<file path="config.mk">
export PLATFORM = sky130hd
export DESIGN_NAME = snoop_bus_ctrl
export DESIGN_NICKNAME = d
export VERILOG_FILES = /design/src/hw/coherence_pkg.sv /design/src/hw/snoop_bus_ctrl.sv
export SDC_FILE = /design/constraint.sdc
export NUM_CORES = 1
export LEC_CHECK = 0
export BUFFER_PORTS_ARGS = -buffer_cell sky130_fd_sc_hd__buf_2
export CAP_MARGIN = 40
export CORE_AREA = 2 2 174 176
export CTS_CLUSTER_DIAMETER = 40
export DETAILED_ROUTE_END_ITERATION = 6
export DIE_AREA = 0 0 176 178
export PLACE_DENSITY = 0.38
export SLEW_MARGIN = 20
export SYNTH_ARGS = -nofsm -noshare
export SYNTH_HDL_FRONTEND = slang
export SYNTH_SLANG_ARGS = --single-unit
</file>
<file path="constraint.sdc">
create_clock -name CLK -period 3 [get_ports CLK]
set_input_delay 0.45 -clock CLK [delete_from_list [all_inputs] [get_ports CLK]]
set_output_delay 0.45 -clock CLK [all_outputs]
set_load 0.03 [all_outputs]
</file>
<file path="src/hw/coherence_pkg.sv">
// MESI state encoding and the structs shared by the coherence subsystem:
// CPU port, snooping bus, snoop answer, L1 lookup, memory port, statistics.
// Address map and bus timing constants.
`default_nettype none

package coherence_pkg;

    typedef enum logic [1:0] {
        MODIFIED,
        EXCLUSIVE,
        SHARED,
        INVALID
    } mesi_t;

    typedef struct packed {
        logic        ren;
        logic        wen;
        logic [31:0] addr;
        logic [31:0] wdata;
    } cpu_req_t;

    typedef struct packed {
        logic        busy;
        logic [31:0] rdata;
    } cpu_rsp_t;

    typedef struct packed {
        logic        dren;     // Read for sharing
        logic        ccwrite;  // Read for ownership or upgrade
        logic        dwen;     // Memory write
        logic [31:0] daddr;
        logic [31:0] dstore;
    } bus_req_t;

    typedef struct packed {
        logic        dwait;
        logic [31:0] dload;
        logic        ccexclusive;  // No other copy exists
        logic        ccwait;       // Snoop pending for this core
        logic        ccinv;
        logic [31:0] ccsnoopaddr;
    } bus_rsp_t;

    typedef struct packed {
        logic        ccsnoopdone;
        logic        ccsnoophit;
        logic        ccdirty;
        logic [31:0] data;
    } snoop_rsp_t;

    typedef struct packed {
        logic [31:0] addr;
        logic        snoop_req;
        mesi_t       state_transfer;
        logic [31:0] fill_data;
        logic        fill_en;
    } l1_lookup_t;

    typedef struct packed {
        logic        hit;
        mesi_t       state;
        logic        dirty;
        logic [31:0] addr;  // Address of the resident line
        logic [31:0] data;
    } l1_line_t;

    typedef struct packed {
        logic        ready;
        logic [31:0] rdata;
    } mem_rsp_t;

    typedef struct packed {
        logic [15:0] to_e_transitions;
        logic [15:0] to_s_transitions;
        logic [15:0] shared_blocks;
        logic [15:0] invalidated_blocks;
    } coherence_stats_t;

    localparam logic [31:0] NONCACHE_START_ADDR = 32'h8000_0000;
    localparam int          MEM_LATENCY         = 3;
    localparam int          N_CPUS              = 2;

endpackage

`default_nettype wire

</file>
<file path="src/hw/snoop_bus_ctrl.sv">
// Snooping bus controller for two cores.
// Round-robin arbitration, snoop broadcast to the other core, then a memory
// read, an uncached or victim write, or a writeback of snooped dirty data.
`default_nettype none
`timescale 1ns/100ps

module snoop_bus_ctrl
    import coherence_pkg::*;
(
    input  logic       CLK,
    input  logic       nRST,
    input  bus_req_t   bus_req[N_CPUS],
    output bus_rsp_t   bus_rsp[N_CPUS],
    input  snoop_rsp_t snoop_rsp[N_CPUS],
    output bus_req_t   mem_req,
    input  mem_rsp_t   mem_rsp
);
    typedef enum logic [1:0] {
        BUS_IDLE,
        BUS_SNOOP,
        BUS_MEM
    } bus_state_t;

    bus_state_t        state;
    logic              gnt, other, pick, done;
    logic [N_CPUS-1:0] req;
    logic              snoop_hit, snoop_dirty;
    logic [31:0]       snoop_data;
    bus_req_t          cur;

    always_comb begin
        for (int i = 0; i < N_CPUS; i++) begin
            req[i] = bus_req[i].dren || bus_req[i].ccwrite || bus_req[i].dwen;
        end
    end

    assign cur   = bus_req[gnt];
    assign other = ~gnt;
    assign pick  = (req[0] && req[1]) ? ~gnt : req[1];  // Last winner yields
    assign done  = (state == BUS_MEM) && mem_rsp.ready;

    always_ff @(posedge CLK or negedge nRST) begin
        if (!nRST) begin
            state       <= BUS_IDLE;
            gnt         <= 1'b0;
            snoop_hit   <= 1'b0;
            snoop_dirty <= 1'b0;
        end else begin
            case (state)
                BUS_IDLE: begin
                    if (|req) begin
                        gnt         <= pick;
                        snoop_hit   <= 1'b0;
                        snoop_dirty <= 1'b0;
                        // Writes and uncached reads need no snoop
                        if (bus_req[pick].dwen || bus_req[pick].daddr >= NONCACHE_START_ADDR) begin
                            state <= BUS_MEM;
                        end else begin
                            state <= BUS_SNOOP;
                        end
                    end
                end
                BUS_SNOOP: begin
                    if (snoop_rsp[other].ccsnoopdone) begin
                        snoop_hit   <= snoop_rsp[other].ccsnoophit;
                        snoop_dirty <= snoop_rsp[other].ccsnoophit && snoop_rsp[other].ccdirty;
                        state       <= BUS_MEM;
                    end
                end
                BUS_MEM: begin
                    if (mem_rsp.ready) begin
                        state <= BUS_IDLE;
                    end
                end
                default: state <= BUS_IDLE;
            endcase
        end
    end

    always_ff @(posedge CLK) begin
        if (state == BUS_SNOOP && snoop_rsp[other].ccsnoopdone) begin
            snoop_data <= snoop_rsp[other].data;
        end
    end

    always_comb begin
        mem_req       = '0;
        mem_req.daddr = cur.daddr;
        if (state == BUS_MEM) begin
            if (snoop_dirty) begin
                mem_req.dwen   = 1'b1;  // Dirty copy back to memory
                mem_req.dstore = snoop_data;
            end else if (cur.dwen) begin
                mem_req.dwen   = 1'b1;
                mem_req.dstore = cur.dstore;
            end else begin
                mem_req.dren = 1'b1;
            end
        end
    end

    always_comb begin
        for (int i = 0; i < N_CPUS; i++) begin
            bus_rsp[i].dwait       = !(done && gnt == 1'(i));
            bus_rsp[i].dload       = snoop_dirty ? snoop_data : mem_rsp.rdata;
            bus_rsp[i].ccexclusive = !snoop_hit;
            bus_rsp[i].ccwait      = (state == BUS_SNOOP) && gnt != 1'(i);
            // Held past the snoop so the victim can apply it
            bus_rsp[i].ccinv       = (state != BUS_IDLE) && gnt != 1'(i) && cur.ccwrite;
            bus_rsp[i].ccsnoopaddr = cur.daddr;
        end
    end

endmodule

`default_nettype wire

</file>
# [After elaboration in Yosys (flattened, before gate mapping)]
# Index checks and enable logic that the tools add are counted.
[word_totals] word_cells=75 out_inout_bits=203 reg_bits=37
[op_classes] n_bitwise=4 reduce_logical=27 eq_ne=5 n_mux=30 order_cmp=4
[op_table] cell="66-bit 2-to-1 mux" count=3
[op_table] cell="65-bit 2-to-1 mux" count=3
[op_table] cell="32-bit 2-to-1 mux" count=4
[op_table] cell="35-bit 2-to-1 mux" count=3
[op_table] cell="32-bit >= comparator (second input constant)" count=1
[op_table] cell="1-bit logical AND" count=12
[op_table] cell="1-bit 2-to-1 mux" count=10
[op_table] cell="2-bit 2-to-1 mux" count=4
[op_table] cell="2-bit >= comparator (second input constant)" count=3
[op_table] cell="2-bit inequality test (second input constant)" count=3
[op_table] cell="1-bit inverter with 2-bit output" count=3
[op_table] cell="2-bit case mux with 3 select lines" count=1
[op_table] cell="3-bit AND reduction" count=2
[op_table] cell="1-bit logical OR" count=5
[op_table] cell="1-bit case mux with 2 select lines" count=2
[op_table] cell="2-bit nonzero test" count=2
[op_table] cell="1-bit zero test" count=3
[op_table] cell="2-bit by 1-bit equality test with 1-bit output (second input constant)" count=1
[op_table] cell="2-bit equality test (second input constant)" count=1
[op_table] cell="2-bit zero test" count=1
[op_table] cell="2-bit AND reduction" count=1
[op_table] cell="2-bit OR reduction" count=1
[op_table] cell="1-bit inverter" count=1

# [Longest topological paths before layout]
[depth] word_depth=13 depth_mapped=6

# [Worst setup path before layout]
# Ideal clock, no wire load.
[synth_timing] path_kind="reg2reg" startpoint="register state[0]" endpoint="register snoop_data[0], enable pin" t_arrival_ns=2.093 path_slack_ns=0.483 stages_incl_launch_ff=4 path_cell_list="dfrtp_1 clkbuf_1 nand2b_1 nor2_1"
[synth_via] elab_chain_cells=2
[synth_lines] item="start, declared" line="snoop_bus_ctrl.sv:24" rtl="bus_state_t state;"
[synth_lines] item="start signal, assigned" line="snoop_bus_ctrl.sv:44" rtl="state <= BUS_IDLE;"
[synth_lines] item="start signal, assigned" line="snoop_bus_ctrl.sv:57" rtl="state <= BUS_MEM;"
[synth_lines] item="start signal, assigned" line="snoop_bus_ctrl.sv:59" rtl="state <= BUS_SNOOP;"
[synth_lines] item="2-bit by 1-bit equality test with 1-bit output" line="snoop_bus_ctrl.sv:81" rtl="if (state == BUS_SNOOP && snoop_rsp[other].ccsnoopdone) begin"
[synth_lines] item="1-bit logical AND" line="snoop_bus_ctrl.sv:81"
[synth_lines] item="end signal, assigned" line="snoop_bus_ctrl.sv:82" rtl="snoop_data <= snoop_rsp[other].data;"
[synth_lines] item="end, declared" line="snoop_bus_ctrl.sv:28" rtl="logic [31:0] snoop_data;"
# Every way passes these cells.
# A chain may end at the register's enable or synchronous reset.

==> run summary <==
- completed — run status
- 3.749 — vias per inst
- 3.066 nW — static leakage
- met5 — top routing layer in use
- 441.8 ps — fin worst setup slack
- sky130_fd_sc_hd__buf_4 (105), sky130_fd_sc_hd__mux2_2 (96), sky130_fd_sc_hd__nand2_1 (66), sky130_fd_sc_hd__inv_1 (35), sky130_fd_sc_hd__a21oi_1 (34) — Post-synth top cells
- sky130_fd_sc_hd__edfxtp_1 — Post-synth top flop
- 290 ps — clock insertion delay at the later pin of the skew report
- 32 — largest fanout on the critical path
- 0 — number of DRC violations after detailed routing
- 2 — H-Tree Level Count
- 596.9 ps — slew at the pin closest to its max-slew limit
- 2550 ps — required time of the worst setup path
- 0.1377 — initial core utilization
- 37 — CTS sink cnt
- 5 — clock buffer count from CTS
- 1091 um^2 — area of all sequential standard cells
- register to primary output — critical setup path kind
- 4 — Detailed Routing Iterations Pass 1
- 1031 — nets
- sky130_fd_sc_hd__clkbuf_16 — CTS root buf
- 0.8023 — Routability Congestion
- 2110 ps — arrival time reported for the critical path endpoint
- sky130_fd_sc_hd__mux2_2 — dominant cell type by area after synthesis
- 106 — initial DRC count
- sky130_fd_sc_hd__buf_4 — count leader, synth
- 29400 um^2 — placeable core region
- 0.2070 — final design utilization
- 440 — buffers added on ports
- 50.39% — area growth from synthesis to final layout
- 0.8527 — share of the clock period used by the worst path after layout
- 0.6021 — Slew headroom
- 0.1124 — GRT Resource Usage Total
- 459.9 ps — hold slack
- 0 — post_cts resized
- 16200 um — detailed placer's ending HPWL
- 0.2671 — area fraction of the dominant cell type after synthesis
- register — CP startpoint kind
- 442 — I/O Pins
- 19000 um — total wire length
- 1923 um^2 — area of the multi-input gates
- 6699 um — routed metal-1 wirelength
- 2 — clock tree buffer depth
- 855.6 nW/um^2 — power density of the placed cells
- 1184 — non-filler instance count after layout
- 691.5 ps — worst-case setup slack after placement
- 0.4413 mV — VDD IR-drop max
- 0 — max-cap violations
- 390.9 MHz — highest achievable clock rate
- 0 ps — total negative slack for setup checks
- 0 — Final Max Tran Viols
- 10370 um — met2 wire length
- 460 — number of instances in the synthesized netlist
- 176 um — Die Width
- 0 — remaining global-route overflow
- 63 — Rows
- 0 — count of buffers added by post-CTS timing repair for setup
- 0.1351 — Async S/R FF share, synth
- 8.799 um^2 — Mean Syn Cell Area
- 0 — number of nets with antenna violations after detailed routing
- 4048 um^2 — summed instance area of the synthesized netlist
- 32 — number of unique standard cell types used by synthesis
- 25830 um — wire length of the first global-routing pass
- 70 ps — clock slew at the register clock pins of the worst setup and hold paths
- 4439 — via count
- 7.272 ps — Worst Skew
- 0.7024 — share of layout cells above drive strength 1
- 0.2683 — sequential cell area fraction in the yosys report
- primary output — nature of the critical path endpoint
- primary input to register — Hold/Removal Path Class
- 31330 um^2 — area of the die
- 57 — pin count of the biggest net entering global routing
- 4351 — via count of the first global-routing pass
- 178 um — die height
- built — CTS tree
- 699 — Post-Synthesis Net Count
- 1 — Post-CTS Hold Fix Bufs
- 0 — setup violators final
- 0 — number of warnings printed during yosys synthesis
- 37 — total of flip-flops plus latches after synthesis
- 32 — number of enable flip-flop cells after synthesis
- 16.05 um — per-cell routed wire length
- 1290 um — amount of wire on met3 after detailed routing
- no — RSZ-0062 raised after global routing
- 2558 ps — min Tclk post-route
- 2 — initial antenna violation count
- sky130_fd_sc_hd__mux2_2 (27%), sky130_fd_sc_hd__edfxtp_1 (24%), sky130_fd_sc_hd__buf_4 (19%) — leading post-synthesis cells by cell area
- 1174 — number of cells in the design after placement
- 3306 — Layout fillers
- 0 — endpoints failing hold
path summary, 6_finish.rpt:
check / start / endpoint / slack, ps / cells past startpoint
setup / recovery: gnt$_DFFE_PN0P_ / mem_req[28] / 440 / 5
hold / removal: snoop_rsp[45] / snoop_data[10]$_DFFE_PP_ / 460 / 2
setup reg to reg: gnt$_DFFE_PN0P_ / snoop_data[12]$_DFFE_PP_ / 1130 / 3
hold reg to reg: snoop_hit$_DFFE_PN0P_ / snoop_hit$_DFFE_PN0P_ / 550 / 1
max in group asynchronous: nRST / gnt$_DFFE_PN0P_ / 2330 / 2
min in group asynchronous: nRST / snoop_hit$_DFFE_PN0P_ / 520 / 2
power by group:
group / internal (mW) / leakage (nW) / switching, mW / total, mW
logic: 1.28 / 2.64 / 2.65 / 3.93
clock network: 0.332 / 0.0712 / 0.225 / 0.558
registers: 0.664 / 0.351 / 0.0600 / 0.724
total: 2.27 / 3.07 / 2.93 / 5.21
layout by cell type, fill, tap and decap left out:
cell / Yosys / final
sky130_fd_sc_hd__nor2_1: 7 / 6
sky130_fd_sc_hd__clkbuf_8: 0 / 1
sky130_fd_sc_hd__clkbuf_1: 4 / 2
sky130_fd_sc_hd__a22o_1: 2 / 2
sky130_fd_sc_hd__nand2b_1: 3 / 3
sky130_fd_sc_hd__nand2_1: 66 / 66
sky130_fd_sc_hd__diode_2: 0 / 1
sky130_fd_sc_hd__a22oi_1: 1 / 1
sky130_fd_sc_hd__o21ai_0: 32 / 32
sky130_fd_sc_hd__a21oi_1: 34 / 34
sky130_fd_sc_hd__buf_2: 11 / 440
sky130_fd_sc_hd__o31ai_1: 2 / 2
sky130_fd_sc_hd__nor2b_1: 3 / 3
sky130_fd_sc_hd__dfrtp_4: 0 / 1
sky130_fd_sc_hd__o41ai_1: 1 / 1
sky130_fd_sc_hd__mux2i_4: 1 / 1
sky130_fd_sc_hd__edfxtp_1: 32 / 32
sky130_fd_sc_hd__buf_12: 0 / 2
sky130_fd_sc_hd__nor3_2: 1 / 1
sky130_fd_sc_hd__o21ai_1: 1 / 1
sky130_fd_sc_hd__dlygate4sd3_1: 0 / 1
sky130_fd_sc_hd__nor3b_1: 1 / 1
sky130_fd_sc_hd__o221ai_1: 1 / 1
sky130_fd_sc_hd__o21a_1: 1 / 1
sky130_fd_sc_hd__nor3_1: 1 / 1
sky130_fd_sc_hd__nor2_4: 0 / 1
sky130_fd_sc_hd__nor2_8: 1 / 1
sky130_fd_sc_hd__a21o_1: 1 / 1
sky130_fd_sc_hd__clkbuf_16: 0 / 5
sky130_fd_sc_hd__a32o_1: 2 / 2
sky130_fd_sc_hd__mux2_2: 96 / 96
sky130_fd_sc_hd__conb_1: 1 / 1
sky130_fd_sc_hd__and3_1: 1 / 1
sky130_fd_sc_hd__inv_1: 35 / 35
sky130_fd_sc_hd__nand3_1: 2 / 2
sky130_fd_sc_hd__mux2i_1: 1 / 1
sky130_fd_sc_hd__dfrtp_1: 5 / 3
sky130_fd_sc_hd__buf_4: 105 / 7
sky130_fd_sc_hd__dfrtp_2: 0 / 1
worst max-delay path, cell delays in order (launching register included):
cell and delay, ps:
sky130_fd_sc_hd__dfrtp_4 530, sky130_fd_sc_hd__mux2i_4 230, sky130_fd_sc_hd__nor2_8 440, sky130_fd_sc_hd__nand2_1 100, sky130_fd_sc_hd__a21oi_1 270, sky130_fd_sc_hd__buf_2 250
layer usage:
metal	global-route usage	up-vias
li1	-	2121
met1	0.1144	2038
met2	0.2233	257
met3	0.01939	21
met4	0.04855	2
met5	0	-
registers in the layout, summed over array words and instances, names as in the netlist:
name / cells
snoop_hit: 1
snoop_dirty: 1
snoop_data: 32
gnt: 1
state: 2
cells by family (layout without fill, tap and decap cells):
family / count (synthesis) / count (layout) / synth area share
AO/OA/AOI/OAI: 78 / 78 / 0.1057
other: 1 / 2 / 0.0009265
flip-flops: 37 / 37 / 0.2683
AND/OR/NAND/NOR: 86 / 86 / 0.09150
buffers and inverters: 160 / 493 / 0.2584
multiplexers: 98 / 98 / 0.2751
layout make-up:
cell class,instances,share of cell area
clock buffer,8,0.02405
sequential,37,0.1792
antenna,1,0.0004111
tap,390,0.08016
multi-input combinational,263,0.3159
inverter,35,0.02158
timing repair buffer,450,0.3786
per-stage QoR:
step                      area (um^2)  power, mW
after CTS                        6085      5.323
final                            6087      5.208
after global routing             6087      5.511
after detailed placement         5928      4.731
after global placement           5928      4.750
after floorplan                  4048      3.966
(Power assumes the default switching activity.)
