[src/hw/coherence_pkg.sv]
// MESI state encoding and the structs shared by the coherence subsystem:
// CPU port, snooping bus, snoop answer, L1 lookup, memory port, statistics.
// Address map and bus timing constants.
`default_nettype none

package coherence_pkg;

    typedef enum logic [1:0] {
        MODIFIED,
        EXCLUSIVE,
        SHARED,
        INVALID
    } mesi_t;

    typedef struct packed {
        logic        ren;
        logic        wen;
        logic [31:0] addr;
        logic [31:0] wdata;
    } cpu_req_t;

    typedef struct packed {
        logic        busy;
        logic [31:0] rdata;
    } cpu_rsp_t;

    typedef struct packed {
        logic        dren;     // Read for sharing
        logic        ccwrite;  // Read for ownership or upgrade
        logic        dwen;     // Memory write
        logic [31:0] daddr;
        logic [31:0] dstore;
    } bus_req_t;

    typedef struct packed {
        logic        dwait;
        logic [31:0] dload;
        logic        ccexclusive;  // No other copy exists
        logic        ccwait;       // Snoop pending for this core
        logic        ccinv;
        logic [31:0] ccsnoopaddr;
    } bus_rsp_t;

    typedef struct packed {
        logic        ccsnoopdone;
        logic        ccsnoophit;
        logic        ccdirty;
        logic [31:0] data;
    } snoop_rsp_t;

    typedef struct packed {
        logic [31:0] addr;
        logic        snoop_req;
        mesi_t       state_transfer;
        logic [31:0] fill_data;
        logic        fill_en;
    } l1_lookup_t;

    typedef struct packed {
        logic        hit;
        mesi_t       state;
        logic        dirty;
        logic [31:0] addr;  // Address of the resident line
        logic [31:0] data;
    } l1_line_t;

    typedef struct packed {
        logic        ready;
        logic [31:0] rdata;
    } mem_rsp_t;

    typedef struct packed {
        logic [15:0] to_e_transitions;
        logic [15:0] to_s_transitions;
        logic [15:0] shared_blocks;
        logic [15:0] invalidated_blocks;
    } coherence_stats_t;

    localparam logic [31:0] NONCACHE_START_ADDR = 32'h8000_0000;
    localparam int          MEM_LATENCY         = 3;
    localparam int          N_CPUS              = 2;

endpackage

`default_nettype wire

[src/hw/l1_line_store.sv]
// Direct-mapped L1 with one word per line: tag, MESI and data arrays.
// Serves CPU hits in the same cycle, answers lookups from the coherency unit
// and applies its fills and state changes.
`default_nettype none
`timescale 1ns/100ps

module l1_line_store
    import coherence_pkg::*;
#(
    parameter int L1_SETS = 8
) (
    input  logic       CLK,
    input  logic       nRST,
    input  cpu_req_t   cpu_req,
    output cpu_rsp_t   cpu_rsp,
    input  l1_lookup_t lookup,
    output l1_line_t   line
);
    localparam int IDX_W = $clog2(L1_SETS);
    localparam int TAG_W = 30 - IDX_W;

    logic [TAG_W-1:0] tag_arr  [L1_SETS];
    mesi_t            state_arr[L1_SETS];
    logic [31:0]      data_arr [L1_SETS];

    logic [IDX_W-1:0] cpu_idx, lk_idx;
    logic [TAG_W-1:0] cpu_tag, lk_tag;
    logic             cpu_hit, cpu_rd, cpu_wr;

    assign cpu_idx = cpu_req.addr[IDX_W+1:2];
    assign cpu_tag = cpu_req.addr[31:IDX_W+2];
    assign lk_idx  = lookup.addr[IDX_W+1:2];
    assign lk_tag  = lookup.addr[31:IDX_W+2];

    // Uncached space never hits
    assign cpu_hit = (cpu_req.addr < NONCACHE_START_ADDR) && (state_arr[cpu_idx] != INVALID)
                     && (tag_arr[cpu_idx] == cpu_tag);

    // Snoop in progress holds off the hit path
    assign cpu_rd = !lookup.snoop_req && cpu_req.ren && cpu_hit;
    assign cpu_wr = !lookup.snoop_req && cpu_req.wen && cpu_hit
                    && (state_arr[cpu_idx] == MODIFIED || state_arr[cpu_idx] == EXCLUSIVE);

    assign cpu_rsp.busy  = (cpu_req.ren || cpu_req.wen) && !(cpu_rd || cpu_wr);
    assign cpu_rsp.rdata = data_arr[cpu_idx];

    assign line.hit   = (state_arr[lk_idx] != INVALID) && (tag_arr[lk_idx] == lk_tag);
    assign line.state = state_arr[lk_idx];
    assign line.dirty = state_arr[lk_idx] == MODIFIED;
    assign line.addr  = {tag_arr[lk_idx], lk_idx, 2'b00};
    assign line.data  = data_arr[lk_idx];

    always_ff @(posedge CLK or negedge nRST) begin
        if (!nRST) begin
            for (int i = 0; i < L1_SETS; i++) begin
                state_arr[i] <= INVALID;
            end
        end else if (lookup.fill_en) begin
            state_arr[lk_idx] <= lookup.state_transfer;
        end else if (cpu_wr) begin
            state_arr[cpu_idx] <= MODIFIED;  // E or M write hit
        end
    end

    always_ff @(posedge CLK) begin
        if (lookup.fill_en) begin
            tag_arr[lk_idx]  <= lk_tag;
            data_arr[lk_idx] <= lookup.fill_data;
        end else if (cpu_wr) begin
            data_arr[cpu_idx] <= cpu_req.wdata;
        end
    end

endmodule

`default_nettype wire

[config.mk]
export PLATFORM = sky130hd
export DESIGN_NAME = l1_line_store
export DESIGN_NICKNAME = d
export VERILOG_FILES = /design/src/hw/coherence_pkg.sv /design/src/hw/l1_line_store.sv
export SDC_FILE = /design/constraint.sdc
export NUM_CORES = 1
export LEC_CHECK = 0
export BUFFER_PORTS_ARGS = -buffer_cell sky130_fd_sc_hd__clkbuf_2
export CORE_ASPECT_RATIO = 2
export CORE_UTILIZATION = 60
export CTS_CLUSTER_SIZE = 8
export DETAILED_ROUTE_END_ITERATION = 10
export PLACE_DENSITY = 0.81
export SLEW_MARGIN = 20
export SYNTH_ARGS = -nofsm -noshare
export SYNTH_HDL_FRONTEND = slang
export SYNTH_SLANG_ARGS = --single-unit
[constraint.sdc]
create_clock -name CLK -period 10.6 [get_ports CLK]
set_input_delay 0 -clock CLK [delete_from_list [all_inputs] [get_ports CLK]]
set_output_delay 0 -clock CLK [all_outputs]
set_load 0.02 [all_outputs]
# Word level (Yosys, flattened, before mapping)
# Memories as Yosys holds them, arrays and structs flattened.
# Cells that the tools add are included.
[word_totals]
n_memories = 2
ff_bits = 16
out_inout_bits = 101
inputBits = 136
elab_cells = 65
ramBits = 472
[mem_list]
columns = ["memory", "depth", "width", "rd", "rd_clocked_by_memory_dff", "write_ports", "line_no", "source"]
rows = [
  ["data_arr", 8, 32, 2, 0, 1, "l1_line_store.sv:24", "logic [31:0] data_arr [L1_SETS];"],
  ["tag_arr", 8, 27, 2, 0, 1, "l1_line_store.sv:22", "logic [TAG_W-1:0] tag_arr [L1_SETS];"],
]
[classes]
order_cmp = 5
n_bitwise = 4
mux = 21
reduce_logical = 20
n_eq_ne = 5
[ops]
columns = ["op", "count"]
rows = [
  ["27-bit == test", 2],
  ["32-bit < comparator, second input constant", 1],
  ["16-bit two-way mux", 2],
  ["32-bit two-way mux", 1],
  ["32-bit OR reduction", 1],
  ["16-bit AND", 1],
  ["16-bit bitwise mux", 1],
  ["16-bit inverter", 1],
  ["2-bit binary-select mux with 3-bit select", 2],
  ["2-bit demux with 3-bit select", 2],
  ["2-bit two-way mux", 6],
  ["1-bit logical AND", 11],
  ["4-bit >= comparator, second input constant", 2],
  ["4-bit by 1-bit < comparator with 1-bit output, second input constant", 2],
  ["3-bit inverter with 4-bit output", 2],
  ["1-bit two-way mux", 6],
  ["2-bit logical NOT", 2],
  ["2-bit inequality test, second input constant", 2],
  ["1-bit logical OR", 3],
  ["3-bit two-way mux", 1],
  ["2-bit by 1-bit == test with 1-bit output, second input constant", 1],
  ["1-bit logical NOT", 2],
  ["2-bit nonzero test", 1],
]

# Depth between registers and ports, before layout
# Gate-level depths: netlist of the first run.
[depth]
ltp_word = 14
depth_mapped = 14
ltp_nobuf = 8

# Least setup slack after synthesis of the first run
# No wires, ideal clock.
[synth_path]
kind = "register to register"
startpoint = "memory tag_arr[7][21] (netlist bit)"
endpoint = "memory data_arr[3][0] (enable)"
t_required_ns = 10.130
slack_ns = 5.536
synth_period_minus_slack_ns = 5.064
n_path_buf = 1
setup_time_ns = 0.470
arrival_time_ns = 4.595
path_stages_with_launch = 10
path_cell_list = "edfxtp_1 -> mux4_2 -> mux2i_1 -> xnor2_1 -> nor4_1 -> nand4_1 -> nor4_2 -> nand4_4 -> buf_6 -> o31ai_1"
[synth_lines]
columns = ["element", "line_no"]
rows = [
  ["start: declaration", "l1_line_store.sv:22"],
  ["end: declaration", "l1_line_store.sv:24"],
]

==> results.toml, run 1 <==
[grt]
grt_antenna_before_repair = 1
grt_pass1_wl_mm = 104
grt_overflow = 0
grt_max_degree = 81
grt_pass1_vias = 17855
grtUsageTotal_pct = 35.5

[drt]
num_vias = 17108
drtIter0Drc = 1470
wire_per_inst_um = 28.8
drc_errors = 0
antenna_left = 0
first_pass_iters = 6
viasPerCell = 6.95
routed_wl_mm = 71.0

[synth]
synth_area_leaders = "edfxtp_1 (59%), mux2i_1 (6.8%), mux2_2 (6.4%), a22oi_1 (5.3%), mux4_2 (3.2%)"
synth_edf_count = 472
ys_seq_area_share_pct = 61.3
synth_cell_types = 56
synth-main-ff-cell = "edfxtp_1"
synth_top_area_share_pct = 59.5
syn_area_sq_um = 23800
synthCells = 1609
ys_seq_elements = 488
synth.avg_cell_area_sq_um = 14.8
yosys_warnings = 0
yosysTopAreaCell = "edfxtp_1"
postSynth.asyncResetShare_pct = 3.28

[placement]
port-buffer-count = 230
dp_hpwl_mm = 42.4
place_ws_ns = 5.54
gp_congestion = 0.831

[setup_path]
cp.buffers_inverters = 5
path_cells = "buf_4 -> buf_4 -> buf_4 -> nand2_2 -> buf_4 -> o22a_1 -> o21ai_0 -> xor2_1 -> nor4_1 -> nand4_1 -> nor4_1 -> clkbuf_2"
cp_slowest_cell = "buf_4"
cp.required_ns = 10.60
crit_path_start_kind = "primary input"
cp_top_family = "buffers and inverters"
cp_common_cell = "buf_4"
cp_max_fo = 62
endpoint_kind = "output pin"
cpPeakStageDelay_ns = 0.74
crit_type = "in2out"
cp_data_arrival_time_ns = 4.77

[job]
max-cap-violations = 0

[floorplan]
start_util_pct = 61.2
num_rows = 102
die_w_um = 143
die_y_um = 284
ios = 237
die_area_sq_um = 40600
coreArea_sq_um = 38900

[finish]
final_cell_mix = "edfxtp_1 (472), clkbuf_2 (225), a22oi_1 (168)"
layout.nets = 2062
fill_cells = 2460
drive_gt1_share_pct = 30.6
layout_commonest_cell = "edfxtp_1"
synthToLayoutAreaGrowth_pct = 19.1

[clock_tree]
clock-root-buffer = "clkbuf_16"
clkTransAtPathRegs_ns = 0.05
tritoncts = "built"
numCtsBuffers = 70
insertion_delay_ns = 0.59
cts_buffer_depth = 3
post_cts_buffers = 0
htreeDepth = 3
cts.sinks = 488

[sta]
finalHoldViolCount = 0
min_period_ns = 4.77
tightestPinTransition_ns = 1.10
fin_setup_tns_ns = 0
fin_crit_sh_pct = 45.0
fin_skew_ns = 0.0159
rsz0062_at_grt = "no"
setup_viol_count_final = 0
timing.slew.headroom_pct = 25.8
setup_ws_ns = 5.83
slew_viol_final = 0
fmax_mhz = 210

[outcome]
status = "complete, no violations"

[power_and_ir_drop]
ir_drop_mv = 0.131
leakagePower_uw = 0.0104
powerDensity_nw_per_um2 = 170

[hold_path]
min_path_type = "in2reg"
==> sequential cells by signal (all words and copies together) (netlist names) <==
name / count
state_arr: 16
data_arr: 256
tag_arr: 216
==> final timing paths <==
check / startpoint / endpoint / slack, ns / depth (start not counted)
hold reg to reg: state_arr[6] / state_arr[6] / 0.53 / 2
min in group asynchronous: nRST / state_arr[14] / 0.24 / 2
setup reg to reg: tag_arr[6][21] / data_arr[3][5] / 5.84 / 10
setup / recovery: lookup[39] / line[67] / 5.83 / 12
max in group asynchronous: nRST / state_arr[3] / 10.33 / 2
hold / removal: cpu_req[35] / state_arr[12] / 0.08 / 4
==> synth_stat cells (8+ instances only) <==
cell type	number
mux2_2	135
mux2_4	28
clkbuf_1	75
nand2_1	26
a22o_1	14
a22oi_1	168
xnor2_1	17
buf_1	21
nor3_1	11
a221oi_1	34
mux2i_1	161
buf_2	18
o22a_1	59
edfxtp_1	472
a221o_1	9
o21ai_0	79
dfstp_2	16
a21oi_1	31
nor2b_1	9
buf_4	8
nand4_1	8
nand3_1	17
mux4_2	34
xor2_1	33
nor2_1	51
==> routing by layer <==
metal / share of wire, % / track usage, %
met5: 0 / 0
met4: 6.8 / 25.1
met3: 9.0 / 5.87
met2: 52 / 61.7
met1: 32 / 39.0
==> where the power goes <==
part           total, uW  internal (uW)  switching, uW  leakage (uW)
Clock               1960           1210            753      0.000922
Combinational        620            241            379       0.00499
Sequential          2240           2210           37.5       0.00446
==> cells by family after synthesis <==
| family | Yosys count | share of synthesized area [%] |
|---|---|---|
| AOI/OAI and AO/OA | 428 | 13.0 |
| muxes | 358 | 18.1 |
| xor gates and xnor gates | 50 | 1.84 |
| and+or+nand+nor | 151 | 3.21 |
| other | 1 | 0.0157 |
| DFF | 488 | 61.3 |
| buffers and inverters | 133 | 2.51 |
==> tightest hold or removal path, cell delays in order <==
cell      delay, ns
clkbuf_2       0.08
buf_4          0.26
nor3_1         0.22
a21oi_1        0.09
==> area by class of cell <==
cell class                      count  area (sq um)  area share, %
Sequential cell                   488         14600           51.5
Timing Repair Buffer              372          2470           8.72
Tap cell                          520           651           2.29
Clock inverter                      4          42.5          0.150
Antenna cell                        1          2.50        0.00882
Clock buffer                       84          1850           6.51
Multi-Input combinational cell    989          8740           30.8
Inverter                            5          18.8         0.0662
==> stage by stage <==
| stage | util [%] | cell area (sq um) | hold WS [ns] | total power [uW] | cells |
|---|---|---|---|---|---|
| 2_1_floorplan | - | 23800 | -0.148 | 2630 | 1610 |
| 3_3_place_gp | 65.6 | 25500 | 0.235 | 2840 | 2280 |
| 3_5_place_dp | 65.6 | 25500 | 0.236 | 2850 | 2280 |
| 4_1_cts | 72.9 | 28400 | 0.0695 | 4820 | 2462 |
| 5_1_grt | 72.9 | 28400 | 0.117 | 4940 | 2463 |
| 6_report | 72.9 | 28400 | 0.0849 | 4820 | 2463 |
==> timing repair <==
item,4_1_cts,5_1_grt
hold endpoints to repair,504,0
gates resized for setup,0,0
hold buffers,94,0
(Power assumes the default switching activity.)
==> run 2: changes to the inputs <==
clock period = 4.9 ns   (was 10.6 ns; I/O delays follow)
==> results.toml, run 2 (synthesis gave the netlist of run 1 again) <==
[floorplan]
start_util_pct = 61.2
num_rows = 102
coreArea_sq_um = 38900
die_area_sq_um = 40600
die_y_um = 284
die_w_um = 143
ios = 237

[finish]
layout_commonest_cell = "edfxtp_1"
drive_gt1_share_pct = 31.0
final_area_sq_um = 28600
largest_reg_flops = 256
largestRegisters = "data_arr (256), tag_arr (216), state_arr (16)"
final_cell_mix = "edfxtp_1 (472), clkbuf_2 (225), a22oi_1 (168)"
layout.nets = 2075
fill_cells = 2411
largest_register = "data_arr"
finalNonFillerCells = 2484
synthToLayoutAreaGrowth_pct = 20.2

[sta]
slew_viol_final = 0
fin_skew_ns = 0.0227
min_period_ns = 4.17
fin_setup_tns_ns = 0
finalHoldViolCount = 0
fin_crit_sh_pct = 85.1
timing.slew.headroom_pct = 28.7
setup_ws_ns = 0.732
fmax_mhz = 240
setup_viol_count_final = 0
tightestPinTransition_ns = 1.07
rsz0062_at_grt = "no"

[clock_tree]
post_cts_buffers = 0
htreeDepth = 3
numCtsBuffers = 70
insertion_delay_ns = 0.59
clkTransAtPathRegs_ns = 0.05
cts.sinks = 488
cts_resized = 0
cts_buffer_depth = 3
tritoncts = "built"
clock-root-buffer = "clkbuf_16"

[drt]
num_vias = 17222
viasPerCell = 6.93
wire_per_inst_um = 28.9
drc_errors = 0
drtIter0Drc = 1707
antenna_left = 0
first_pass_iters = 6
routed_wl_mm = 71.8

[setup_path]
cp_data_arrival_time_ns = 4.43
cp_max_fo = 32
cp.required_ns = 5.16
crit_path_start_kind = "register"
endpoint_kind = "register"
cp_slowest_cell = "dlygate4sd3_1"
cp.buffers_inverters = 3
r2r_start = "tag_arr[7][21]"
path_cells = "mux4_2 -> mux2i_1 -> xnor2_1 -> nor4_1 -> buf_4 -> nand4_1 -> nor4_2 -> nand4_4 -> buf_4 -> mux2_4 -> dlygate4sd3_1"
crit_start = "tag_arr[7][21]"
cp_top_family = "buffers and inverters"
cp_common_cell = "buf_4"
crit_type = "reg2reg"
cpPeakStageDelay_ns = 0.69

[hold_path]
min_path_type = "in2reg"
hp-start = "lookup[0]"

[grt]
grt_pass1_vias = 18172
grt_overflow = 0
grtUsageTotal_pct = 36.1
grt_antenna_before_repair = 2
grt_pass1_wl_mm = 106
grt_max_degree = 68

[placement]
dp.cells = 2293
gp_congestion = 0.891
place_ws_ns = 0.839
port-buffer-count = 230
dp_hpwl_mm = 44.8
placed_cell_area_sq_um = 25800

[job]
max-cap-violations = 0

[power_and_ir_drop]
powerDensity_nw_per_um2 = 367
total_power_uw = 10500
ir_drop_mv = 0.450
leakagePower_uw = 0.0105

[outcome]
status = "complete, no violations"
==> run 2: timing repair <==
action | 4_1_cts | 5_1_grt
endpoints found under the setup margin | 0 | 0
endpoints found under the hold margin | 504 | 0
hold buffers | 94 | 0
==> run 2: power by group <==
group | leakage, uW | internal [uW] | switching, uW
clock | 0.000939 | 2660 | 1650
combinational | 0.00509 | 534 | 825
sequential | 0.00446 | 4770 | 85.0
total | 0.0105 | 7960 | 2560
==> run 2: area by class of cell <==
cell class	instances	area [sq um]	area share, %
sequential	488	14600	51.0
clock buffer	91	1890	6.61
antenna	2	5.00	0.0175
timing repair buffer	385	2710	9.45
tap	520	651	2.27
clock inverter	4	35.0	0.122
inverter	5	18.8	0.0655
multi-input combinational	989	8740	30.5
==> run 2: metal layers <==
metal	track usage [%]	routed length, um	part of all wire [%]	vias up
li1	-	-	-	7197
met1	39.4	23100	32	8506
met2	63.3	37500	52	1206
met3	5.42	6080	8.5	313
met4	25.6	5130	7.2	0
met5	0	0	0	-
==> run 2: worst reg2reg max path: stages, from the launching register on <==
cell and delay, ns:
edfxtp_1 0.41, mux4_2 0.48, mux2i_1 0.18, xnor2_1 0.10, nor4_1 0.27, buf_4 0.17, nand4_1 0.16, nor4_2 0.38
nand4_4 0.21, buf_4 0.39, mux2_4 0.40, dlygate4sd3_1 0.69
==> run 2: worst paths after layout <==
check	slack, ns	to	depth (start not counted)
worst min-delay path	0.03	state_arr[4]	4
min in group asynchronous	0.27	state_arr[10]	2
worst max-delay path	0.73	data_arr[0][11]	11
worst min register to register	0.54	state_arr[14]	2
worst max register to register	0.73	data_arr[0][11]	11
max in group asynchronous	4.59	state_arr[15]	2
==> run 2: through the flow <==
stage | util, % | hold slack [ns]
4_1_cts | 73.6 | 0.00185
3_5_place_dp | 66.2 | 0.272
3_3_place_gp | 66.2 | 0.237
6_report | 73.6 | 0.0330
5_1_grt | 73.6 | 0.0600
2_1_floorplan | - | -0.148
