==> src/hw/coherence_pkg.sv <==
// MESI state encoding and the structs shared by the coherence subsystem:
// CPU port, snooping bus, snoop answer, L1 lookup, memory port, statistics.
// Address map and bus timing constants.
`default_nettype none

package coherence_pkg;

    typedef enum logic [1:0] {
        MODIFIED,
        EXCLUSIVE,
        SHARED,
        INVALID
    } mesi_t;

    typedef struct packed {
        logic        ren;
        logic        wen;
        logic [31:0] addr;
        logic [31:0] wdata;
    } cpu_req_t;

    typedef struct packed {
        logic        busy;
        logic [31:0] rdata;
    } cpu_rsp_t;

    typedef struct packed {
        logic        dren;     // Read for sharing
        logic        ccwrite;  // Read for ownership or upgrade
        logic        dwen;     // Memory write
        logic [31:0] daddr;
        logic [31:0] dstore;
    } bus_req_t;

    typedef struct packed {
        logic        dwait;
        logic [31:0] dload;
        logic        ccexclusive;  // No other copy exists
        logic        ccwait;       // Snoop pending for this core
        logic        ccinv;
        logic [31:0] ccsnoopaddr;
    } bus_rsp_t;

    typedef struct packed {
        logic        ccsnoopdone;
        logic        ccsnoophit;
        logic        ccdirty;
        logic [31:0] data;
    } snoop_rsp_t;

    typedef struct packed {
        logic [31:0] addr;
        logic        snoop_req;
        mesi_t       state_transfer;
        logic [31:0] fill_data;
        logic        fill_en;
    } l1_lookup_t;

    typedef struct packed {
        logic        hit;
        mesi_t       state;
        logic        dirty;
        logic [31:0] addr;  // Address of the resident line
        logic [31:0] data;
    } l1_line_t;

    typedef struct packed {
        logic        ready;
        logic [31:0] rdata;
    } mem_rsp_t;

    typedef struct packed {
        logic [15:0] to_e_transitions;
        logic [15:0] to_s_transitions;
        logic [15:0] shared_blocks;
        logic [15:0] invalidated_blocks;
    } coherence_stats_t;

    localparam logic [31:0] NONCACHE_START_ADDR = 32'h8000_0000;
    localparam int          MEM_LATENCY         = 3;
    localparam int          N_CPUS              = 2;

endpackage

`default_nettype wire

==> src/hw/coherency_unit.sv <==
// Per-core MESI coherency unit.
// Turns L1 misses, upgrades, victim writebacks and uncached accesses into
// snooping bus transactions, answers snoops and counts coherence events.
`default_nettype none
`timescale 1ns/100ps

module coherency_unit
    import coherence_pkg::*;
#(
    parameter int CPUID = 0
) (
    input  logic             CLK,
    input  logic             nRST,
    input  cpu_req_t         cpu_req,
    output cpu_rsp_t         miss_rsp,
    output l1_lookup_t       lookup,
    input  l1_line_t         line,
    output bus_req_t         bus_req,
    input  bus_rsp_t         bus_rsp[N_CPUS],
    output snoop_rsp_t       snoop_rsp,
    output coherence_stats_t stats
);
    typedef enum logic [2:0] {
        IDLE,
        READ_REQ,
        WRITE_REQ,
        WRITEBACK,
        RESP_CHKTAG,
        RESP_SEND,
        RESP_FAIL
    } cu_state_t;

    cu_state_t        state, next_state;
    coherence_stats_t next_stats;
    bus_rsp_t         rsp;
    logic             active, pass_through, line_ok, victim;

    assign rsp          = bus_rsp[CPUID];  // Own slice of the bus reply
    assign active       = cpu_req.ren || cpu_req.wen;
    assign pass_through = active && (cpu_req.addr >= NONCACHE_START_ADDR);
    assign line_ok      = line.hit && (cpu_req.ren || line.state == MODIFIED
                                       || line.state == EXCLUSIVE);
    assign victim       = !line.hit && line.dirty;  // Conflicting M line

    always_ff @(posedge CLK or negedge nRST) begin
        if (!nRST) begin
            state <= IDLE;
            stats <= '0;
        end else begin
            state <= next_state;
            stats <= next_stats;
        end
    end

    always_comb begin
        next_state = state;
        case (state)
            IDLE: begin
                if (rsp.ccwait) begin
                    next_state = RESP_CHKTAG;  // Snoop wins over CPU
                end else if (pass_through) begin
                    next_state = cpu_req.wen ? WRITEBACK : READ_REQ;
                end else if (active && !line_ok) begin
                    if (victim) begin
                        next_state = WRITEBACK;
                    end else begin
                        next_state = cpu_req.wen ? WRITE_REQ : READ_REQ;
                    end
                end
            end
            READ_REQ, WRITE_REQ, WRITEBACK: begin
                if (rsp.ccwait) begin
                    next_state = RESP_CHKTAG;
                end else if (!rsp.dwait) begin
                    next_state = IDLE;
                end
            end
            RESP_CHKTAG: next_state = line.hit ? RESP_SEND : RESP_FAIL;
            RESP_SEND, RESP_FAIL: begin
                if (!rsp.ccwait) begin
                    next_state = IDLE;
                end
            end
            default: next_state = IDLE;
        endcase
    end

    always_comb begin
        next_stats            = stats;
        miss_rsp.busy         = 1'b1;
        miss_rsp.rdata        = rsp.dload;
        bus_req               = '0;
        bus_req.daddr         = cpu_req.addr;
        bus_req.dstore        = cpu_req.wdata;
        snoop_rsp             = '0;
        snoop_rsp.data        = line.data;
        lookup.addr           = cpu_req.addr;
        lookup.snoop_req      = 1'b0;
        lookup.state_transfer = INVALID;
        lookup.fill_data      = line.data;
        lookup.fill_en        = 1'b0;

        case (state)
            RESP_CHKTAG: begin
                lookup.addr           = rsp.ccsnoopaddr;
                lookup.snoop_req      = 1'b1;
                snoop_rsp.ccsnoopdone = !line.hit;  // Miss answers at once
            end
            RESP_SEND: begin
                lookup.addr           = rsp.ccsnoopaddr;
                lookup.snoop_req      = 1'b1;
                snoop_rsp.ccsnoopdone = 1'b1;
                snoop_rsp.ccsnoophit  = 1'b1;
                snoop_rsp.ccdirty     = line.dirty;
                lookup.state_transfer = rsp.ccinv ? INVALID : SHARED;
                if (!rsp.ccwait) begin
                    lookup.fill_en = 1'b1;
                    if (rsp.ccinv) begin
                        next_stats.invalidated_blocks = stats.invalidated_blocks + 16'd1;
                    end else begin
                        next_stats.shared_blocks = stats.shared_blocks + 16'd1;
                    end
                end
            end
            RESP_FAIL: begin
                lookup.addr           = rsp.ccsnoopaddr;
                lookup.snoop_req      = 1'b1;
                snoop_rsp.ccsnoopdone = 1'b1;
            end
            WRITE_REQ: begin  // I -> M and S -> M
                bus_req.ccwrite       = 1'b1;
                lookup.state_transfer = MODIFIED;
                lookup.fill_data      = cpu_req.wdata;
                lookup.fill_en        = !rsp.dwait;
                miss_rsp.busy         = rsp.dwait;
            end
            READ_REQ: begin  // I -> E or I -> S
                bus_req.dren          = 1'b1;
                lookup.state_transfer = rsp.ccexclusive ? EXCLUSIVE : SHARED;
                lookup.fill_data      = rsp.dload;
                miss_rsp.busy         = rsp.dwait;
                if (!rsp.dwait && !pass_through) begin
                    lookup.fill_en = 1'b1;
                    if (rsp.ccexclusive) begin
                        next_stats.to_e_transitions = stats.to_e_transitions + 16'd1;
                    end else begin
                        next_stats.to_s_transitions = stats.to_s_transitions + 16'd1;
                    end
                end
            end
            WRITEBACK: begin
                bus_req.dwen = 1'b1;
                if (pass_through) begin
                    miss_rsp.busy = rsp.dwait;
                end else begin
                    // Victim goes out, then the line is dropped and the miss retried
                    bus_req.daddr  = line.addr;
                    bus_req.dstore = line.data;
                    lookup.fill_en = !rsp.dwait;
                end
            end
            default: begin
            end
        endcase
    end

endmodule

`default_nettype wire

==> config.mk <==
export PLATFORM = sky130hd
export DESIGN_NAME = coherency_unit
export DESIGN_NICKNAME = d
export VERILOG_FILES = /design/src/hw/coherence_pkg.sv /design/src/hw/coherency_unit.sv
export SDC_FILE = /design/constraint.sdc
export NUM_CORES = 1
export LEC_CHECK = 0
export BUFFER_PORTS_ARGS = -buffer_cell sky130_fd_sc_hd__buf_2
export CAP_MARGIN = 20
export CORE_AREA = 2 2 208 210
export DETAILED_ROUTE_END_ITERATION = 8
export DIE_AREA = 0 0 210 212
export SLEW_MARGIN = 20
export SYNTH_ARGS = -nofsm -noshare
export SYNTH_HDL_FRONTEND = slang
export SYNTH_SLANG_ARGS = --single-unit
export TNS_END_PERCENT = 20
==> constraint.sdc <==
create_clock -name CLK -period 3 [get_ports CLK]
set_clock_uncertainty 0.1 [all_clocks]
set_input_delay 0.45 -clock CLK [delete_from_list [all_inputs] [get_ports CLK]]
set_output_delay 0.45 -clock CLK [all_outputs]
set_load 0.1 [all_outputs]
---- After elaboration in Yosys (flattened, before gate mapping) ----
Index checks and enable logic that the tools add are counted.
word-level totals
  logic and storage cells ................. 74
  bits in registers ....................... 67
cells by class
  reductions and logical operators ........ 23
  equal/unequal tests ..................... 10
  $lt $le $gt $ge ......................... 1
  add/sub/neg operators ................... 4
  bitwise gates (word level) .............. 3
  multiplexer cells ....................... 28
operator list
  cell                                                              count
  65-bit two-way mux                                                1
  16-bit by 1-bit adder with 16-bit output (second input constant)  4
  64-bit two-way mux                                                1
  32-bit case mux with 2 select lines                               1
  33-bit two-way mux                                                1
  32-bit >= comparator (second input constant)                      1
  3-bit two-way mux                                                 6
  3-bit AND reduction                                               5
  2-bit two-way mux                                                 6
  3-bit case mux with 4 select lines                                1
  3-bit == test (second input constant)                             3
  1-bit two-way mux                                                 7
  3-bit by 2-bit == test with 1-bit output (second input constant)  2
  2-bit case mux with 3 select lines                                1
  3-bit OR reduction                                                2
  1-bit logical AND                                                 5
  1-bit logical NOT                                                 4
  4-bit != test (second input constant)                             1
  1-bit case mux with 2 select lines                                2
  1-bit case mux with 4 select lines                                1
  2-bit OR reduction                                                2
  3-bit by 1-bit == test with 1-bit output (second input constant)  1
  3-bit logical NOT                                                 1
  1-bit logical OR                                                  3
  other kinds (5)                                                   7

---- Depth between registers and ports, before layout ----
Gate-level depths: netlist of the first run.
  word-level depth ........................ 10
  gate-level depth with buffers ........... 8

---- Worst setup path after synthesis of the first run ----
Ideal clock, no wire load.
  path type ............................... register to output
  start point ............................. reg state[0]
  end point ............................... out snoop_rsp[34] (netlist bit)
  path slack .............................. -1.290 ns
  stages on the path, launching flop included .. 5
  arrival ................................. 3.740 ns
  buffers on the path ..................... 2
  data required time ...................... 2.450 ns
  path through ............................ dfrtp_1 buf_4 a21oi_1 buf_2 a21boi_0
RTL lines
  item                    line                  text
  from (decl)             coherency_unit.sv:33  cu_state_t state, next_state;
  from (signal assigned)  coherency_unit.sv:50  state <= next_state;
  to (decl)               coherency_unit.sv:20  output snoop_rsp_t snoop_rsp,

==> results.sh, run 1 <==
export IMPL_status="finished clean"
export IMPL_syn_nets=851
export IMPL_dpl_cell_area_um2=8441
export IMPL_track_usage_pct=13.15
export IMPL_async_flop_share_pct=100.0
export IMPL_vias_per_cell=3.957
export IMPL_start_util_pct=12.78
export IMPL_yosysWarningCount=0
export IMPL_p_sw_share_pct=66.52
export IMPL_synth_edf_count=0
export IMPL_die_area_um2=44520
export IMPL_drive_above_1_share_pct=64.48
export IMPL_yosysUniqueCellTypes=49
export IMPL_root_buffer="clkbuf_16"
export IMPL_wire_per_inst_um=20.23
export IMPL_start_kind="flip-flop"
export IMPL_maxCapViolCount=0
export IMPL_dpl_hpwl_um=26980
export IMPL_synth_area_um2=5430
export IMPL_worst_slew_pin_slew_ps=642.3
export IMPL_grt_max_degree=46
export IMPL_drtIter0Drc=343
export IMPL_ant_nets=0
export IMPL_mostFrequentLayoutCell="buf_2"
export IMPL_r2r_end="stats[10]"
export IMPL_gp_congestion=0.8390
export IMPL_crit_required_ps=2450
export IMPL_critical_path_class="reg -> out"
export IMPL_cp_cell_sequence="and3_1, and2_2, buf_6, mux2_2, buf_2"
export IMPL_finalHoldViolCount=0
export IMPL_clk_pin_slew_ps=60
export IMPL_cts_hold_buffers=0
export IMPL_slew_viol_final=0
export IMPL_die_h_um=212
export IMPL_slew_headroom_pct=57.47
export IMPL_ff2ff_path_depth=6
export IMPL_final_util_pct=20.64
export IMPL_die_w_um=210
export IMPL_cts_tree="yes"
export IMPL_arrival_ps=2310
export IMPL_crit_buf_inv=2
export IMPL_clockPowerShare_pct=12.9
export IMPL_end_kind="output pin"
export IMPL_grt_pass1_wl_um=41830
export IMPL_ys_ff_latch=67
export IMPL_worst_path_dominant_cell_family="buffers and inverters"
export IMPL_clockBufferDepth=2
export IMPL_layout_nets=1245
export IMPL_synth_avg_cell_area_um2=9.444
export IMPL_hold_path_class="in -> async"
export IMPL_fin_area_um2=8775
export IMPL_row_count=76
export IMPL_period_share_pct=95.37
export IMPL_power_frac_comb_pct=74.2
export IMPL_finalSetupViolCount=0
export IMPL_grt_setup_unrepaired="false"
export IMPL_crit_slowest_cell="dfrtp_2"
export IMPL_rr_startpoint="state[2]"
export IMPL_layout_common_cells="444 x buf_2, 94 x mux2_2, 65 x nand2_1, 64 x dfrtp_1, 45 x xnor2_1"
export IMPL_cts_htree_levels=3
export IMPL_max_stage_delay_ps=510
export IMPL_area_growth_pct=61.59
export IMPL_max_freq_ghz=0.3495
export IMPL_pwr_share_seq_pct=12.9
export IMPL_netSwitchingPower_uw=5834
export IMPL_grt_overflow=0
export IMPL_ios=539
export IMPL_drt_wl_total_um=30830
export IMPL_reg2reg_slack_ps=440
export IMPL_setup_tns_ps=0
export IMPL_power_density_nw_per_um2=999.6
export IMPL_ys_seq_area_share_pct=30.88
export IMPL_clock_sinks=67
export IMPL_fillers=4688
export IMPL_num_vias=6031
export IMPL_critPathMaxFanout=24
export IMPL_antenna_found_initial=7
export IMPL_core_area_um2=42510
export IMPL_p_int_uw=2937
export IMPL_clk_latency_ps=340
export IMPL_period_needed_ps=2861
export IMPL_p_total_uw=8771
export IMPL_power_leakage_uw=0.004365
export IMPL_synth_flop_cell="dfrtp_1"
export IMPL_first_global_vias=5864
export IMPL_firstDrtPassIters=5
export IMPL_irDropWorstVdd_v=0.001226
export IMPL_drc=0
export IMPL_syn_inst=575
export IMPL_cts_buffers=9
export IMPL_numPortBuffers=469
synth_stat cells (3+ instances only):
library cell	n	share of area (%)
nand4_1	11	1.3
a31oi_1	3	0.35
buf_2	8	0.74
ha_1	4	0.92
nor3_1	6	0.55
and3_1	12	1.4
inv_1	5	0.35
buf_4	66	9.1
buf_6	5	1.0
xor2_1	15	2.4
a22oi_1	32	4.4
clkbuf_1	14	0.97
and2_1	3	0.35
nand2b_1	4	0.46
nand2_1	65	4.5
dfrtp_1	67	31
a21oi_1	4	0.37
mux2_2	94	19
mux2_1	6	1.2
o21ai_0	33	3.0
and4_1	5	0.81
xnor2_1	45	7.3
nor2_1	10	0.69
buf_1	4	0.28
nand3_1	26	2.4
logic make-up (layout without fill, tap and decap cells):
logic type	Yosys count	count (layout)	synth area share, %
simple gates	158	158	15.46
buf+inv	103	502	12.56
mux	100	100	20.74
compound gates	83	83	9.770
flops	67	67	30.88
xor+xnor	60	60	9.678
fa+ha+maj	4	4	0.9217
other cells	0	4	0
flip-flops by register name (all words and copies together), names as in the netlist:
| register | cells |
|---|---|
| state | 3 |
| stats | 64 |
per-layer routing:
metal	vias up	GRT usage, %	part of all wire [%]
li1	2776	-	-
met1	2871	15.13	38
met2	351	21.88	48
met3	31	5.643	11
met4	2	4.475	3.0
met5	-	0	0.045
worst max-delay path by stage:
| stage | from | end | cells after the start |
|---|---|---|---|
| after global placement | state[1] | bus_req[14] | 5 |
| final | state[1] | bus_req[21] | 5 |
| after global routing | state[0] | lookup[23] | 7 |
| after CTS | state[0] | bus_req[21] | 5 |
| after detailed placement | state[0] | bus_req[21] | 5 |
| after floorplan | state[1] | lookup[25] | 5 |
power by group through the flow:
stage | Sequential (uW) | Clock [uW] | Combinational [uW]
2_1_floorplan | 1550 | 0 | 4750
3_3_place_gp | 1140 | 0 | 6530
3_5_place_dp | 1140 | 0 | 6550
4_1_cts | 1130 | 1170 | 6560
5_1_grt | 1160 | 1200 | 6730
6_report | 1130 | 1130 | 6510
timing repair:
item                                    CTS  global route
gates resized for setup                   2             1
buffers inserted                          0             0
endpoints found under the setup margin   15             8
final cells by class:
type | count | area (um2) | share of cell area (%)
repair buffers | 480 | 2884 | 32.87
multi-input cells | 405 | 3177 | 36.20
inverters | 6 | 22.52 | 0.2567
well taps | 546 | 683.2 | 7.786
flip-flops and latches | 67 | 1680 | 19.15
diodes | 4 | 10.01 | 0.1141
clock inverters | 5 | 65.06 | 0.7415
clock buffers | 11 | 252.7 | 2.880
worst reg2reg max path: cells and delay by family (launching register included):
kind,cells,cell delay (ps)
buf+inv,2,720
xor+xnor,1,150
flops,1,370
simple gates,3,1100
metrics by stage:
stage / setup slack, ps / cells / hold slack [ps]
final: 138.9 / 1524 / 18.72
after global routing: 52.48 / 1521 / 52.21
after CTS: 45.48 / 1520 / 19.92
after detailed placement: 304.8 / 1504 / 357.9
after global placement: 345.7 / 1504 / 354.7
after floorplan: -693.8 / 575 / 54.41
No activity file was read; power rests on OpenSTA's default activity.
==> run 2: changes to the inputs <==
--- a/config.mk
+++ b/config.mk
@@ -10,6 +10,7 @@
 export CORE_AREA = 2 2 208 210
 export DETAILED_ROUTE_END_ITERATION = 8
 export DIE_AREA = 0 0 210 212
+export PLACE_DENSITY = 0.47
 export SLEW_MARGIN = 20
 export SYNTH_ARGS = -nofsm -noshare
 export SYNTH_HDL_FRONTEND = slang
==> constraint.sdc (replaced) <==
create_clock -name CLK -period 3 [get_ports CLK]
set_clock_uncertainty 0.1 [all_clocks]
set_input_delay 0.45 -clock CLK [delete_from_list [all_inputs] [get_ports CLK]]
set_output_delay 0.45 -clock CLK [all_outputs]
set_load 0.01 [all_outputs]
==> run 2 against run 1 <==
Compared with the run above: die area did not move; hold slack improved by 48 ps; final area fell by 5.9%; first-iteration DRC count did not move; fmax rose by 0.19%; total power fell by 46%; register-to-register slack improved by 200 ps; sequential power barely moved; non-clock buffer count did not move; largest cell class unchanged.
==> results.sh, run 2 (synthesis results as in run 1) <==
export IMPL_status="finished clean"
export IMPL_fillers=4752
export IMPL_diodes=0
export IMPL_multiInputGateArea_um2=3112
export IMPL_clk_latency_ps=340
export IMPL_cts_buffers=9
export IMPL_drive_above_1_share_pct=62.53
export IMPL_grt_max_degree=56
export IMPL_grt_setup_unrepaired="true"
export IMPL_grt_overflow=0
export IMPL_ios=539
export IMPL_power_density_nw_per_um2=574.6
export IMPL_dpl_hpwl_um=22810
export IMPL_critical_path_class="reg -> out"
export IMPL_vias_per_cell=3.859
export IMPL_maxCapViolCount=0
export IMPL_drtIter0Drc=343
export IMPL_layout_nets=1245
export IMPL_final_cells=1520
export IMPL_post_place_ws_ps=299.7
export IMPL_clock_sinks=67
export IMPL_start_util_pct=12.78
export IMPL_ant_nets=0
export IMPL_largest_registers="stats: 64 flops, state: 3 flops"
export IMPL_slew_viol_final=0
export IMPL_top_register="stats"
export IMPL_area_growth_pct=52.00
export IMPL_worst_slew_pin_slew_ps=1036
export IMPL_slew_headroom_pct=30.65
export IMPL_wire_per_inst_um=17.87
export IMPL_start_kind="flip-flop"
export IMPL_drc=0
export IMPL_p_total_uw=4743
export IMPL_antenna_found_initial=2
export IMPL_finalHoldViolCount=0
export IMPL_layout_common_cells="469 x buf_2, 94 x mux2_2, 65 x nand2_1, 64 x dfrtp_1, 45 x xnor2_1"
export IMPL_max_freq_ghz=0.3502
export IMPL_arrival_ps=2310
export IMPL_final_util_pct=19.42
export IMPL_root_buffer="clkbuf_16"
export IMPL_end_kind="output pin"
export IMPL_finalSetupViolCount=0
export IMPL_clockBufferDepth=2
export IMPL_first_global_vias=5606
export IMPL_track_usage_pct=11.37
export IMPL_cts_hold_buffers=0
export IMPL_numPortBuffers=469
export IMPL_clk_pin_slew_ps=60
export IMPL_core_area_um2=42510
export IMPL_cts_tree="yes"
export IMPL_row_count=76
export IMPL_die_w_um=210
export IMPL_period_needed_ps=2856
export IMPL_irDropWorstVdd_v=0.0002389
export IMPL_period_share_pct=95.19
export IMPL_die_area_um2=44520
export IMPL_hold_path_class="in -> async"
export IMPL_worst_slack_ps=144.3
export IMPL_firstDrtPassIters=4
export IMPL_grt_pass1_wl_um=37350
export IMPL_num_vias=5865
export IMPL_gp_congestion=0.8250
export IMPL_setup_tns_ps=0
export IMPL_mostFrequentLayoutCell="buf_2"
export IMPL_power_leakage_uw=0.004173
export IMPL_post_cts_buffers=0
export IMPL_crit_required_ps=2450
export IMPL_dp_cells=1504
export IMPL_critPathMaxFanout=36
export IMPL_die_h_um=212
export IMPL_regArea_um2=1680
export IMPL_largest_reg_flops=64
export IMPL_cts_htree_levels=3
export IMPL_drt_wl_total_um=27160
run 2: metal layers:
metal	part of all wire (%)	track usage (%)
met5	0.052	0
met4	1.4	2.274
met3	7.3	2.851
met2	46	18.60
met1	45	15.17
run 2: area by class of cell:
cell class | count | area share, %
Tap cell | 546 | 8.276
Inverter | 6 | 0.2729
Multi-Input combinational cell | 405 | 37.70
Timing Repair Buffer | 480 | 29.63
Clock inverter | 6 | 0.8640
Clock buffer | 10 | 2.895
Sequential cell | 67 | 20.36
run 2: path summary, 6_finish.rpt:
path,end,slack (ps),startpoint,cells past startpoint
worst max-delay path,lookup[0],140,state[1],5
worst min-delay path,stats[28],70,nRST,1
worst max register to register,stats[17],640,state[0],5
worst min register to register,stats[47],360,stats[47],1
max in group asynchronous,stats[56],1970,nRST,2
min in group CLK,state[2],340,bus_rsp[101],3
run 2: critical path: stages, from the launching register on:
cell     delay [ps]
dfrtp_2         520
nor2b_4         230
buf_4           410
a21oi_1          90
o31ai_1         470
buf_2           240
run 2: repair_timing:
| action | CTS | global route |
|---|---|---|
| resized for setup | 2 | 3 |
| setup endpoints to repair | 9 | 3 |
| cloned | 0 | 0 |
| pin swaps | 0 | 0 |
run 2: power by group:
part	switching (uW)	internal, uW	leakage, uW
sequential	155	988	0.000910
combinational	1450	1040	0.00312
clock	435	673	0.000146
run 2: stage by stage:
| step | cell area (um2) | hold slack, ps |
|---|---|---|
| 3_3_place_gp | 7934 | 353.6 |
| 2_1_floorplan | 5430 | 54.41 |
| 6_report | 8254 | 66.81 |
| 3_5_place_dp | 7934 | 354.4 |
| 5_1_grt | 8254 | 101.6 |
| 4_1_cts | 8247 | 87.69 |
